--- src/logic/layer_geometry_pkg.sv ---
package layer_geometry_pkg;

	// Geometry of hidden layer h=1 in a depth-3 network

	localparam int NEURONS = 16; // Neurons held by this layer
	localparam int LANES = 4; // Parallel memories in every collection
	localparam int FAN_OUT = 2; // Parts per collection, one part is written per clock
	localparam int LANES_PER_PART = LANES / FAN_OUT; // Lanes written together in one clock

	// Three activation collections follow from 2*(L-h)-1 with L=3 and h=1
	localparam int COLLECTIONS = 3;

	localparam int CELLS_PER_LANE = NEURONS / LANES; // Depth of one activation memory
	localparam int WRITE_CLOCKS = CELLS_PER_LANE * FAN_OUT; // Clocks that carry data in a cycle

	// Two extra clocks cover the read latency and the write delay
	localparam int CPC = WRITE_CLOCKS + 2;

	localparam int WEIGHT_CELLS = NEURONS * FAN_OUT / LANES; // Entries in each weight memory
	localparam int WORD_WIDTH = 8; // Activation word width

	// Position inside the cycle, counts 0 to CPC-1
	typedef logic [$clog2(CPC)-1:0] cycle_idx_t;

	// Neuron number, the low bits name the lane and the high bits the cell
	typedef logic [$clog2(NEURONS)-1:0] neuron_idx_t;

	typedef logic [$clog2(CELLS_PER_LANE)-1:0] cell_addr_t; // Cell of an activation memory
	typedef logic [$clog2(LANES)-1:0] lane_sel_t; // Lane number, also used as mux select
	typedef logic [$clog2(COLLECTIONS)-1:0] coll_ptr_t; // Collection number

	typedef logic [$clog2(WEIGHT_CELLS)-1:0] wcell_addr_t; // Cell of a weight memory

	typedef logic [WORD_WIDTH-1:0] act_word_t; // One activation word

endpackage

--- src/logic/mem_ctrl_pkg.sv ---
package mem_ctrl_pkg;

	// Control bundle of one activation collection
	// The memories of a collection share no enable, every lane gets its own bit
	typedef struct packed {
		logic [layer_geometry_pkg::LANES-1:0] we; // One enable per lane memory
		// Per-lane cell, either the write cell or the decoded read cell
		layer_geometry_pkg::cell_addr_t [layer_geometry_pkg::LANES-1:0] addr;
	} act_port_t;

	// Control bundle shared by the weight memories of the layer
	// Port A only reads, so it needs the read address and nothing else
	// Port B writes back the updated weight one clock after the read
	typedef struct packed {
		logic [layer_geometry_pkg::LANES-1:0] we_b; // Port-B write enables

		// Port-A read address of each lane
		layer_geometry_pkg::wcell_addr_t [layer_geometry_pkg::LANES-1:0] r_addr;

		// Port-B write address of each lane, the read address one clock late
		layer_geometry_pkg::wcell_addr_t [layer_geometry_pkg::LANES-1:0] w_addr;
	} weight_port_t;

	// act_port_t is 12 bits and weight_port_t is 28 bits for this layer
	// Both are bit-exact images of the memory control pins, most significant field first

endpackage

--- src/logic/activation_mem_ctrl.sv ---
`timescale 1ns/1ns

module activation_mem_ctrl
(
	input  logic clk,
	input  logic rst_i,
	input  layer_geometry_pkg::cycle_idx_t cycle_index_i, // Position in the cycle
	input  logic cycle_clk_i, // Strobe that advances the collection pointers
	// Decoded read cells, shared by every collection that is not written
	input  layer_geometry_pkg::cell_addr_t [layer_geometry_pkg::LANES-1:0] r_addr_i,
	output mem_ctrl_pkg::act_port_t [layer_geometry_pkg::COLLECTIONS-1:0] act_mem_o,
	output layer_geometry_pkg::coll_ptr_t rff_pt_o, // Collection read for feed-forward
	output layer_geometry_pkg::coll_ptr_t rup_pt_o // Collection read for the update
);

	import layer_geometry_pkg::*;

	coll_ptr_t rff_pt; // Feed-forward read collection
	coll_ptr_t w_pt; // Collection written by the previous layer
	coll_ptr_t rup_pt; // Update read collection, also feeds backprop

	cycle_idx_t idx_d1; // Cycle index one clock late
	cycle_idx_t idx_d2; // Cycle index two clocks late, times the writes

	logic [LANES-1:0] part_we; // Lanes of the part being written this clock
	cell_addr_t w_cell; // Cell written this clock on every lane

	// Step one pointer by one collection, wrapping after the last
	function automatic coll_ptr_t next_ptr(input coll_ptr_t ptr);
		if (ptr == COLLECTIONS - 1)
			return '0;
		return coll_ptr_t'(ptr + 1'b1);
	endfunction

	// The three pointers keep a fixed distance of one, so each names a different collection
	always_ff @(posedge clk)
	begin
		if (rst_i)
		begin
			rff_pt <= coll_ptr_t'(0);
			w_pt <= coll_ptr_t'(1); // Write starts one ahead of feed-forward
			rup_pt <= coll_ptr_t'(2);
		end
		else if (cycle_clk_i)
		begin
			rff_pt <= next_ptr(rff_pt); // Last cycle's written data becomes readable
			w_pt <= next_ptr(w_pt);
			rup_pt <= next_ptr(rup_pt);
		end
	end

	// Data from the previous layer lags the index by two clocks
	always_ff @(posedge clk)
	begin
		if (rst_i)
		begin
			idx_d1 <= cycle_idx_t'(CPC - 1); // Park on an index that writes nothing
			idx_d2 <= cycle_idx_t'(CPC - 1);
		end
		else
		begin
			idx_d1 <= cycle_index_i;
			idx_d2 <= idx_d1;
		end
	end

	// Parts are filled in turn, so cell d div FAN_OUT takes FAN_OUT clocks to complete
	always_comb
	begin
		for (int l = 0; l < LANES; l++)
			part_we[l] = (idx_d2 < WRITE_CLOCKS) && ((l / LANES_PER_PART) == (idx_d2 % FAN_OUT));
	end

	assign w_cell = cell_addr_t'(idx_d2 / FAN_OUT); // Same cell on every lane of the part

	// The write collection takes the write cell, the others keep reading
	always_comb
	begin
		for (int c = 0; c < COLLECTIONS; c++)
		begin
			if (coll_ptr_t'(c) == w_pt)
			begin
				act_mem_o[c].we = part_we;
				act_mem_o[c].addr = {LANES{w_cell}};
			end
			else
			begin
				act_mem_o[c].we = '0; // Reads are not destructive, so no enable here
				act_mem_o[c].addr = r_addr_i;
			end
		end
	end

	assign rff_pt_o = rff_pt;
	assign rup_pt_o = rup_pt;

	// A shared collection would mix written data with data still being read
	a_ptr_distinct: assert property (@(posedge clk) disable iff (rst_i)
		(rff_pt != w_pt) && (w_pt != rup_pt) && (rff_pt != rup_pt))
		else $error("Two collection pointers name the same collection");

	// A collection under feed-forward or update read must never take a write
	for (genvar c = 0; c < COLLECTIONS; c++)
	begin : g_we_check
		a_we_not_read: assert property (@(posedge clk) disable iff (rst_i)
			(|act_mem_o[c].we) |-> ((rff_pt != coll_ptr_t'(c)) && (rup_pt != coll_ptr_t'(c))))
			else $error("Collection %0d written while a read pointer names it", c);
	end

endmodule

--- src/logic/address_decoder.sv ---
`timescale 1ns/1ns

module address_decoder
(
	// Interleaved neuron numbers, one per read slot
	input  layer_geometry_pkg::neuron_idx_t [layer_geometry_pkg::LANES-1:0] memory_index_i,
	// Cell to read from each lane memory
	output layer_geometry_pkg::cell_addr_t [layer_geometry_pkg::LANES-1:0] r_addr_o,
	// Select of each output mux, names the lane whose word the slot needs
	output layer_geometry_pkg::lane_sel_t [layer_geometry_pkg::LANES-1:0] mux_sel_o
);

	import layer_geometry_pkg::*;

	lane_sel_t [LANES-1:0] insert; // Slot chosen for every lane memory
	neuron_idx_t [LANES-1:0] picked; // Neuron number that lane memory k must deliver

	// Each lane memory holds neurons whose lane field equals its lane number
	// The comparator finds which slot asks for a neuron of lane k
	// The cell of that neuron is then the read address of lane k
	for (genvar k = 0; k < LANES; k++)
	begin : g_lane
		lane_comparator u_lane_comparator
		(
			.memory_index_i(memory_index_i),
			.lane_i(lane_sel_t'(k)), // Lane number comes from the loop index
			.insert_o(insert[k])
		);

		assign picked[k] = memory_index_i[insert[k]]; // Neuron routed to lane k

		// High bits of the neuron number give its cell inside the lane memory
		assign r_addr_o[k] = picked[k][$bits(neuron_idx_t)-1 -: $bits(cell_addr_t)];

		// Slot k gets its word back from the lane its neuron sits in
		assign mux_sel_o[k] = memory_index_i[k][$bits(lane_sel_t)-1:0];
	end

	// Read addresses go to the memories in the same clock
	// The memory output appears a clock later, so the top delays the selects to meet it
	// Example for four slots
	// Neurons 5, 2, 12, 11 sit in lanes 1, 2, 0, 3 and cells 1, 0, 3, 2
	// Lane 0 reads cell 3 and slot 2 selects lane 0

endmodule

--- src/logic/hidden_layer_ctrl.sv ---
`timescale 1ns/1ns

module hidden_layer_ctrl
(
	input  logic clk,
	input  logic rst_i,
	input  layer_geometry_pkg::cycle_idx_t cycle_index_i, // Position in the cycle
	input  logic cycle_clk_i, // Strobe at the start of every cycle
	// Neuron numbers from the external interleaver
	input  layer_geometry_pkg::neuron_idx_t [layer_geometry_pkg::LANES-1:0] memory_index_i,
	// Activations of one part from the previous layer
	input  layer_geometry_pkg::act_word_t [layer_geometry_pkg::LANES_PER_PART-1:0] act_data_i,
	output mem_ctrl_pkg::act_port_t [layer_geometry_pkg::COLLECTIONS-1:0] act_mem_o,
	// Write data of all lanes, the enables decide which part takes it
	output layer_geometry_pkg::act_word_t [layer_geometry_pkg::LANES-1:0] act_wdata_o,
	output layer_geometry_pkg::lane_sel_t [layer_geometry_pkg::LANES-1:0] mux_sel_o,
	output layer_geometry_pkg::coll_ptr_t rff_pt_o, // Aligned with the memory output
	output layer_geometry_pkg::coll_ptr_t rup_pt_o, // Aligned with the memory output
	output mem_ctrl_pkg::weight_port_t weight_o
);

	import layer_geometry_pkg::*;

	cell_addr_t [LANES-1:0] r_addr_raw; // Decoded read cells
	lane_sel_t [LANES-1:0] mux_sel_raw; // Selects before the latency register
	coll_ptr_t rff_pt_raw;
	coll_ptr_t rup_pt_raw;

	address_decoder u_address_decoder
	(
		.memory_index_i(memory_index_i),
		.r_addr_o(r_addr_raw),
		.mux_sel_o(mux_sel_raw)
	);

	activation_mem_ctrl u_activation_mem_ctrl
	(
		.clk(clk),
		.rst_i(rst_i),
		.cycle_index_i(cycle_index_i),
		.cycle_clk_i(cycle_clk_i),
		.r_addr_i(r_addr_raw),
		.act_mem_o(act_mem_o),
		.rff_pt_o(rff_pt_raw),
		.rup_pt_o(rup_pt_raw)
	);

	weight_mem_ctrl u_weight_mem_ctrl
	(
		.clk(clk),
		.rst_i(rst_i),
		.cycle_index_i(cycle_index_i),
		.weight_o(weight_o)
	);

	// Every part sees the same incoming words
	assign act_wdata_o = {FAN_OUT{act_data_i}};

	// The memories answer one clock after the address, so selects and pointers wait a clock
	always_ff @(posedge clk)
	begin
		if (rst_i)
		begin
			mux_sel_o <= '0;
			rff_pt_o <= '0;
			rup_pt_o <= '0;
		end
		else
		begin
			mux_sel_o <= mux_sel_raw; // Picks the lane for each slot
			rff_pt_o <= rff_pt_raw;
			rup_pt_o <= rup_pt_raw;
		end
	end

endmodule

--- src/logic/lane_comparator.sv ---
`timescale 1ns/1ns

module lane_comparator
(
	input  layer_geometry_pkg::neuron_idx_t [layer_geometry_pkg::LANES-1:0] memory_index_i,
	input  layer_geometry_pkg::lane_sel_t lane_i, // Lane this comparator serves
	output layer_geometry_pkg::lane_sel_t insert_o // Index slot that targets lane_i
);

	import layer_geometry_pkg::*;

	// Lane field of every incoming neuron index
	lane_sel_t [LANES-1:0] lane_field;

	for (genvar i = 0; i < LANES; i++)
	begin : g_field
		assign lane_field[i] = memory_index_i[i][$bits(lane_sel_t)-1:0]; // Low bits pick the lane
	end

	// Scan from the lowest slot up
	// A later match overwrites an earlier one, so the highest matching slot wins
	always_comb
	begin
		insert_o = '0; // Slot 0 is the fallback when nothing matches
		for (int i = 0; i < LANES; i++)
		begin
			if (lane_field[i] == lane_i)
				insert_o = lane_sel_t'(i); // Remember the slot whose neuron lives in this lane
		end
	end

	// The interleaver normally gives each lane exactly one match per clock
	// Several matches only happen for an index pattern that conflicts in the lanes
	// The highest slot is taken then

endmodule

--- src/logic/weight_mem_ctrl.sv ---
`timescale 1ns/1ns

module weight_mem_ctrl
(
	input  logic clk,
	input  logic rst_i,
	input  layer_geometry_pkg::cycle_idx_t cycle_index_i, // Position in the cycle
	output mem_ctrl_pkg::weight_port_t weight_o // Port controls of all weight memories
);

	import layer_geometry_pkg::*;

	wcell_addr_t rd_cell; // Entry read from every weight memory this clock
	wcell_addr_t rd_cell_q; // Entry read in the clock before, now written back
	logic we_b; // Port-B enable shared by all lanes

	// All memories read the same entry, taken straight from the low index bits
	assign rd_cell = cycle_index_i[$bits(wcell_addr_t)-1:0];

	// Index 0 only reads, and the last index has no pending update
	assign we_b = (cycle_index_i > 0) && (cycle_index_i <= CPC - 2);

	// The updated weight arrives one clock after its read
	always_ff @(posedge clk)
	begin
		if (rst_i)
			rd_cell_q <= '0;
		else
			rd_cell_q <= rd_cell;
	end

	assign weight_o.we_b = {LANES{we_b}}; // One enable per lane memory
	assign weight_o.r_addr = {LANES{rd_cell}};
	assign weight_o.w_addr = {LANES{rd_cell_q}}; // Same entry, written through port B

	// A write at either end of the cycle would hit an entry no read produced
	a_we_window: assert property (@(posedge clk) disable iff (rst_i)
		((cycle_index_i == 0) || (cycle_index_i == CPC - 1)) |-> (weight_o.we_b == '0))
		else $error("Weight write enable high outside the update window");

endmodule
--- config.mk ---
export PLATFORM = sky130hd
export DESIGN_NAME = hidden_layer_ctrl
export DESIGN_NICKNAME = d
export VERILOG_FILES = /design/src/logic/layer_geometry_pkg.sv /design/src/logic/mem_ctrl_pkg.sv /design/src/logic/activation_mem_ctrl.sv /design/src/logic/address_decoder.sv /design/src/logic/hidden_layer_ctrl.sv /design/src/logic/lane_comparator.sv /design/src/logic/weight_mem_ctrl.sv
export SDC_FILE = /design/constraint.sdc
export NUM_CORES = 1
export LEC_CHECK = 0
export BUFFER_PORTS_ARGS = -buffer_cell sky130_fd_sc_hd__buf_2
export CORE_ASPECT_RATIO = 0.6
export CORE_MARGIN = 3
export CORE_UTILIZATION = 41
export CTS_BUF_LIST = sky130_fd_sc_hd__clkbuf_8
export DETAILED_ROUTE_END_ITERATION = 10
export HOLD_SLACK_MARGIN = 0.08
export PLACE_DENSITY = 0.83
export SLEW_MARGIN = 10
export SYNTH_ARGS = -nofsm -noshare
export SYNTH_HDL_FRONTEND = slang
export SYNTH_SLANG_ARGS = --single-unit
export TNS_END_PERCENT = 30
--- constraint.sdc ---
create_clock -name clk -period 1.7 [get_ports clk]
set_input_delay 0.34 -clock clk [delete_from_list [all_inputs] [get_ports clk]]
set_output_delay 0.34 -clock clk [all_outputs]
set_load 0.03 [all_outputs]
==> results of run 1 <==
[worst min path at each step]
| stage | startpoint | endpoint | slack (ps) | cells past startpoint |
|---|---|---|---|---|
| 6_report | memory_index_i[0] | mux_sel_o[0] | 280 | 2 |
| 5_1_grt | cycle_index_i[3] | u_activation_mem_ctrl.idx_d1[3] | 270 | 2 |
| 4_1_cts | memory_index_i[0] | mux_sel_o[0] | 270 | 2 |
| 3_5_place_dp | u_activation_mem_ctrl.idx_d1[0] | u_activation_mem_ctrl.idx_d2[0] | 400 | 1 |
| 3_3_place_gp | u_activation_mem_ctrl.idx_d1[0] | u_activation_mem_ctrl.idx_d2[0] | 400 | 1 |
| 2_1_floorplan | u_activation_mem_ctrl.idx_d1[0] | u_activation_mem_ctrl.idx_d2[0] | 390 | 1 |
[timing repair]
| item | 4_1_cts | 5_1_grt |
|---|---|---|
| cloned | 0 | 2 |
| endpoints found under the setup margin | 32 | 36 |
| pin swaps | 15 | 8 |
| buffers inserted | 2 | 2 |
| resized for setup | 63 | 16 |
[layer usage]
metal | up-vias | global-route usage (%) | share of wire (%) | wire [um]
li1 | 833 | - | - | -
met1 | 796 | 22.26 | 44 | 2254
met2 | 106 | 30.58 | 46 | 2368
met3 | 6 | 5.875 | 8.3 | 425
met4 | 0 | 4.527 | 1.4 | 72
met5 | - | 0 | 0 | 0
[sequential cells by signal, summed over array words and instances, names as in the netlist]
register / cells
mux_sel_o: 8
u_activation_mem_ctrl.idx_d2: 4
u_activation_mem_ctrl.idx_d1: 3
rff_pt_o: 2
rup_pt_o: 2
u_activation_mem_ctrl.rff_pt_o: 2
u_activation_mem_ctrl.rup_pt_o: 2
u_activation_mem_ctrl.w_pt: 2
u_weight_mem_ctrl.rd_cell_q: 2
[cells in the final DEF (no fill, tap or decap), drive strengths merged, types with 2 or more instances in the layout]
cell type  instances
a21oi              9
a311o              4
a41oi              3
buf              110
clkbuf             5
dfxtp             27
mux2i              9
nand2             20
nand2b             7
nand3              2
nand3b             3
nor2              21
nor2b             22
nor3              10
nor3b              2
o21ai             15
o32a               3
or2                6
[stage by stage]
stage / setup slack [ps] / cells / power (uW) / utilization, % / instance area (um2)
floorplan: -196.1 / 239 / 1411 / - / 1959
global placement: -188.4 / 336 / 1449 / 48.57 / 2078
detailed placement: -207.5 / 336 / 1458 / 48.57 / 2078
CTS: -119.9 / 341 / 1921 / 54.42 / 2328
global route: -153.0 / 345 / 2048 / 57.46 / 2459
finish: -138.9 / 345 / 1954 / 57.46 / 2459
[area by class of cell]
| cell class | instances | share of cell area, % |
|---|---|---|
| timing repair buffer | 112 | 31.81 |
| multi-input combinational | 141 | 40.81 |
| sequential | 27 | 22.29 |
| clock buffer | 3 | 1.679 |
| inverter | 1 | 0.1527 |
| clock inverter | 1 | 0.2036 |
| tap | 60 | 3.053 |
[power groups by stage]
stage	clock network [uW]	registers (uW)	logic (uW)
6_report	353	698	903
3_5_place_dp	0	706	752
5_1_grt	397	703	948
3_3_place_gp	0	704	745
4_1_cts	369	695	858
2_1_floorplan	0	734	677
[kinds of logic after synthesis]
family                    after synthesis  share of synthesized area, %
DFF                                    27                         28.51
xor gates and xnor gates                1                        0.4621
AOI/OAI and AO/OA                      36                         12.41
muxes                                   9                         4.753
and+or+nand+nor                        95                         26.54
buffers and inverters                  71                         27.33
==> reports/qor.csv, run 1 <==
metric,value,unit
drt_iter0_drc,106,
grt_max_degree,28,
num_vias,1741,
crit_path_max_fanout,5,
slew_viol_final,0,
yosysMostFrequentCell,buf_4,
synth_common_cells,"67 x buf_4, 27 x dfxtp_1, 20 x nor2_1, 20 x nor2b_1, 19 x nand2_1",
grt-ovfl-total,0,
yosys.area.top_type,dfxtp_1,
fp-row-count,18,
initial_core_util,44.30,%
p_leak,0.001186,uW
crit_family,compound AO/OA/AOI/OAI gates,
syn-mean-instance-area,7.931,um2
cp.depth,6,
finalWorstSetupSlack,-138.9,ps
r2r_slack,580,ps
fill_cells,382,
fin_hold_ws,280.1,ps
die_area,5502,um2
slowest_stage,a311o_1,
start_kind,input port,
ys_warn_count,0,
yosys.area.top_type_share,28.51,%
clock.fmax,543.8,MHz
maxCapViolCount,0,
grt_first_pass_wirelength,7652,um
cts_hold_buffers,0,
setup_viol,24,
avgRoutedWirePerCell,14.84,um
cp_num_buf_inv,2,
fin_tns_setup,-1305,ps
cts-root-buf,clkbuf_8,
route.detailed.drc,0,
place_congestion,0.8379,
area_growth,29.70,%
rsz0062_at_grt,true,
critPathMaxStageDelay,370,ps
die_height,58.67,um
status,finished with violations,
critical_path_class,input port to output pin,
ys_top_cells_by_area,"dfxtp_1 29%, buf_4 27%, nor2b_1 6.6%, mux2i_1 4.8%, nor2_1 4.0%",
design.core.area,4279,um2
tightest_slew,433.1,ps
peakVddDrop,0.4579,mV
drt-vias-per-instance,5.046,
worstPathRequired,1360,ps
violations,negative setup slack,
ff_latch_area,548.0,um2
p_sw,767.2,uW
worst_clock_skew,1.673,ps
grt_antenna_before_repair,0,
cts-htree-levels,1,
sequentialPowerShare,35.7,%
end_kind,output pin,
syn-cell-area,1896,um2
p_per_area,794.8,nW/um2
finalNetCount,325,
slew_headroom,71.13,%
hold_viol,0,
grt.total_usage,17.99,%
synth_seq_cells,27,
synth_cell_types,29,
grt_pass1_vias,1609,
finalWirelength,5120,um
cts_tree,yes,
syn_nets,278,
r2r-end,u_activation_mem_ctrl.w_pt[0],
clkTransAtPathRegs,90,ps
io-pin-count,147,
dp_hpwl,3774,um
yosysSeqAreaShare,28.51,%
io_buffers,98,
finalCritPeriodShare,108.2,%
crit_chain,buf_12 > nand2b_4 > mux2i_2 > a311o_1 > o21ai_1 > buf_4,
insertion_delay,260,ps
cts_sinks,27,
synth_enable_flop_cells,0,
ys_async_sr_fraction,0,%
intPower,1187,uW
crit_start,memory_index_i[4],
endpoint,act_mem_o[4],
clockBufferDepth,2,
ys_dominant_reg_cell,dfxtp_1,
cts_made_buffers,3,
die_x,93.78,um
r2r_start,u_activation_mem_ctrl.w_pt[1],
syn_inst,239,
min_path_type,input port to register,
multi_input_area,1003,um2
diodes,0,
clock_power_share,18.1,%
p_comb_share,46.2,%
dr.pass1.iters,4,
reg2reg_depth,3,
min_period,1839,ps
worstPathArrival,1500,ps
switching_share,39.26,%
drive_gt1_share,54.04,%
antenna_left,0,
Power figures use the tool's default switching activity.
==> inputs of run 2 (changes only) <==
--- a/config.mk
+++ b/config.mk
@@ -8,11 +8,11 @@
 export BUFFER_PORTS_ARGS = -buffer_cell sky130_fd_sc_hd__buf_2
 export CORE_ASPECT_RATIO = 0.6
 export CORE_MARGIN = 3
-export CORE_UTILIZATION = 41
+export CORE_UTILIZATION = 37
 export CTS_BUF_LIST = sky130_fd_sc_hd__clkbuf_8
 export DETAILED_ROUTE_END_ITERATION = 10
 export HOLD_SLACK_MARGIN = 0.08
-export PLACE_DENSITY = 0.83
+export PLACE_DENSITY = 0.79
 export SLEW_MARGIN = 10
 export SYNTH_ARGS = -nofsm -noshare
 export SYNTH_HDL_FRONTEND = slang
==> constraint.sdc (replaced) <==
create_clock -name clk -period 1.6 [get_ports clk]
set_input_delay 0.32 -clock clk [delete_from_list [all_inputs] [get_ports clk]]
set_output_delay 0.32 -clock clk [all_outputs]
set_load 0.03 [all_outputs]
==> reports/qor.csv, run 2 (synthesis results as in run 1) <==
metric,value,unit
status,finished with violations,
violations,negative setup slack,
cts-root-buf,clkbuf_8,
grt_antenna_before_repair,0,
start_kind,register,
initial_core_util,39.87,%
finalWorstSetupSlack,-143.1,ps
finalNonFillerCells,354,
finalCritPeriodShare,108.9,%
r2r_slack,440,ps
regMostFlops,mux_sel_o,
grt_first_pass_wirelength,7707,um
worst_clock_skew,1.234,ps
avgRoutedWirePerCell,14.32,um
clock.fmax,573.7,MHz
cts_sinks,27,
p_per_area,817.6,nW/um2
maxCapViolCount,0,
crit_chain,or2_4 > buf_12 > nor2_1 > buf_4,
dr.pass1.iters,4,
grt_max_degree,28,
dp_hpwl,3722,um
r2r-end,u_activation_mem_ctrl.w_pt[0],
cts-htree-levels,1,
num_vias,1750,
final_common_cell,buf_2,
grt-ovfl-total,0,
crit_path_max_fanout,7,
slowest_stage,dfxtp_4,
cp.depth,4,
slew_headroom,70.16,%
cts_made_buffers,3,
fin_hold_ws,256.0,ps
drt_iter0_drc,60,
worstPathRequired,1280,ps
min_period,1743,ps
p_leak,0.001249,uW
end_kind,output pin,
finalPower,2126,uW
antenna_left,0,
fp-row-count,19,
place_congestion,0.8336,
placed_cells,348,
hold_viol,0,
die_area,6046,um2
finalNetCount,331,
clockBufferDepth,2,
rsz0062_at_grt,true,
grt_pass1_vias,1588,
peakVddDrop,0.4087,mV
design.core.area,4755,um2
endpoint,act_mem_o[10],
tightest_slew,447.7,ps
grt.total_usage,15.87,%
io-pin-count,147,
worstPathArrival,1420,ps
route.detailed.drc,0,
critical_path_class,register to output pin,
area_growth,37.16,%
finalWirelength,5069,um
mostFrequentLayoutCells,"56 x buf_2, 43 x buf_4, 25 x dfxtp_1, 17 x nor2b_1",
reg2reg_depth,4,
drive_gt1_share,58.42,%
die_x,98.41,um
drt-vias-per-instance,4.944,
critPathMaxStageDelay,390,ps
io_buffers,98,
crit_start,u_activation_mem_ctrl.w_pt[1],
slew_viol_final,0,
crit_family,simple AND/OR/NAND/NOR gates,
setup_viol,34,
cts_tree,yes,
fill_cells,451,
reg.largest.list,"mux_sel_o (8), u_activation_mem_ctrl.idx_d2 (4), u_activation_mem_ctrl.idx_d1 (3)",
min_path_type,input port to register,
r2r_start,u_activation_mem_ctrl.w_pt[0],
die_height,61.44,um
diodes,0,
clkTransAtPathRegs,90,ps
largest_register_ffs,8,
post-place-ws,-282.7,ps
insertion_delay,260,ps
cp_num_buf_inv,2,
cts_hold_buffers,0,
[run 2: changes by cell type in the layout (fill, tap and decap cells not counted), sizes merged]
cell and change:
buf +8, clkbuf -2
[run 2: worst min path at each step]
stage / startpoint / to / cells past startpoint
2_1_floorplan: u_activation_mem_ctrl.idx_d1[0] / u_activation_mem_ctrl.idx_d2[0] / 1
3_3_place_gp: u_activation_mem_ctrl.idx_d1[0] / u_activation_mem_ctrl.idx_d2[0] / 1
3_5_place_dp: u_activation_mem_ctrl.idx_d1[0] / u_activation_mem_ctrl.idx_d2[0] / 1
4_1_cts: memory_index_i[0] / mux_sel_o[0] / 2
5_1_grt: memory_index_i[0] / mux_sel_o[0] / 2
6_report: memory_index_i[0] / mux_sel_o[0] / 2
[run 2: power breakdown]
group	internal [uW]	switching, uW
clock	174	207
sequential	708	33.9
combinational	409	593
[run 2: metrics by stage]
stage	util [%]	setup TNS, ps	instance area, um2
2_1_floorplan	-	-3523	1993
3_3_place_gp	45.76	-5491	2176
3_5_place_dp	45.76	-5637	2176
4_1_cts	52.68	-3332	2505
5_1_grt	54.68	-4885	2600
6_report	54.68	-2831	2600
[run 2: layout make-up]
class	instances	area, um2	area share, %
clock inverter	1	5.005	0.1925
inverter	1	3.754	0.1444
sequential	27	548.0	21.08
clock buffer	3	41.29	1.588
multi-input combinational	141	1062	40.86
tap	63	78.83	3.032
timing repair buffer	118	860.8	33.11
[run 2: layer usage]
layer	routed length, um	track usage (%)	vias up
met5	0	0	-
met1	2192	20.63	800
li1	-	-	845
met2	2357	25.84	101
met3	480	6.109	4
met4	39	2.724	0
[run 2: what timing repair did]
action,in CTS,in global routing
buffers inserted,2,1
resized for setup,80,32
pin swaps,20,14
setup endpoints to repair,36,36
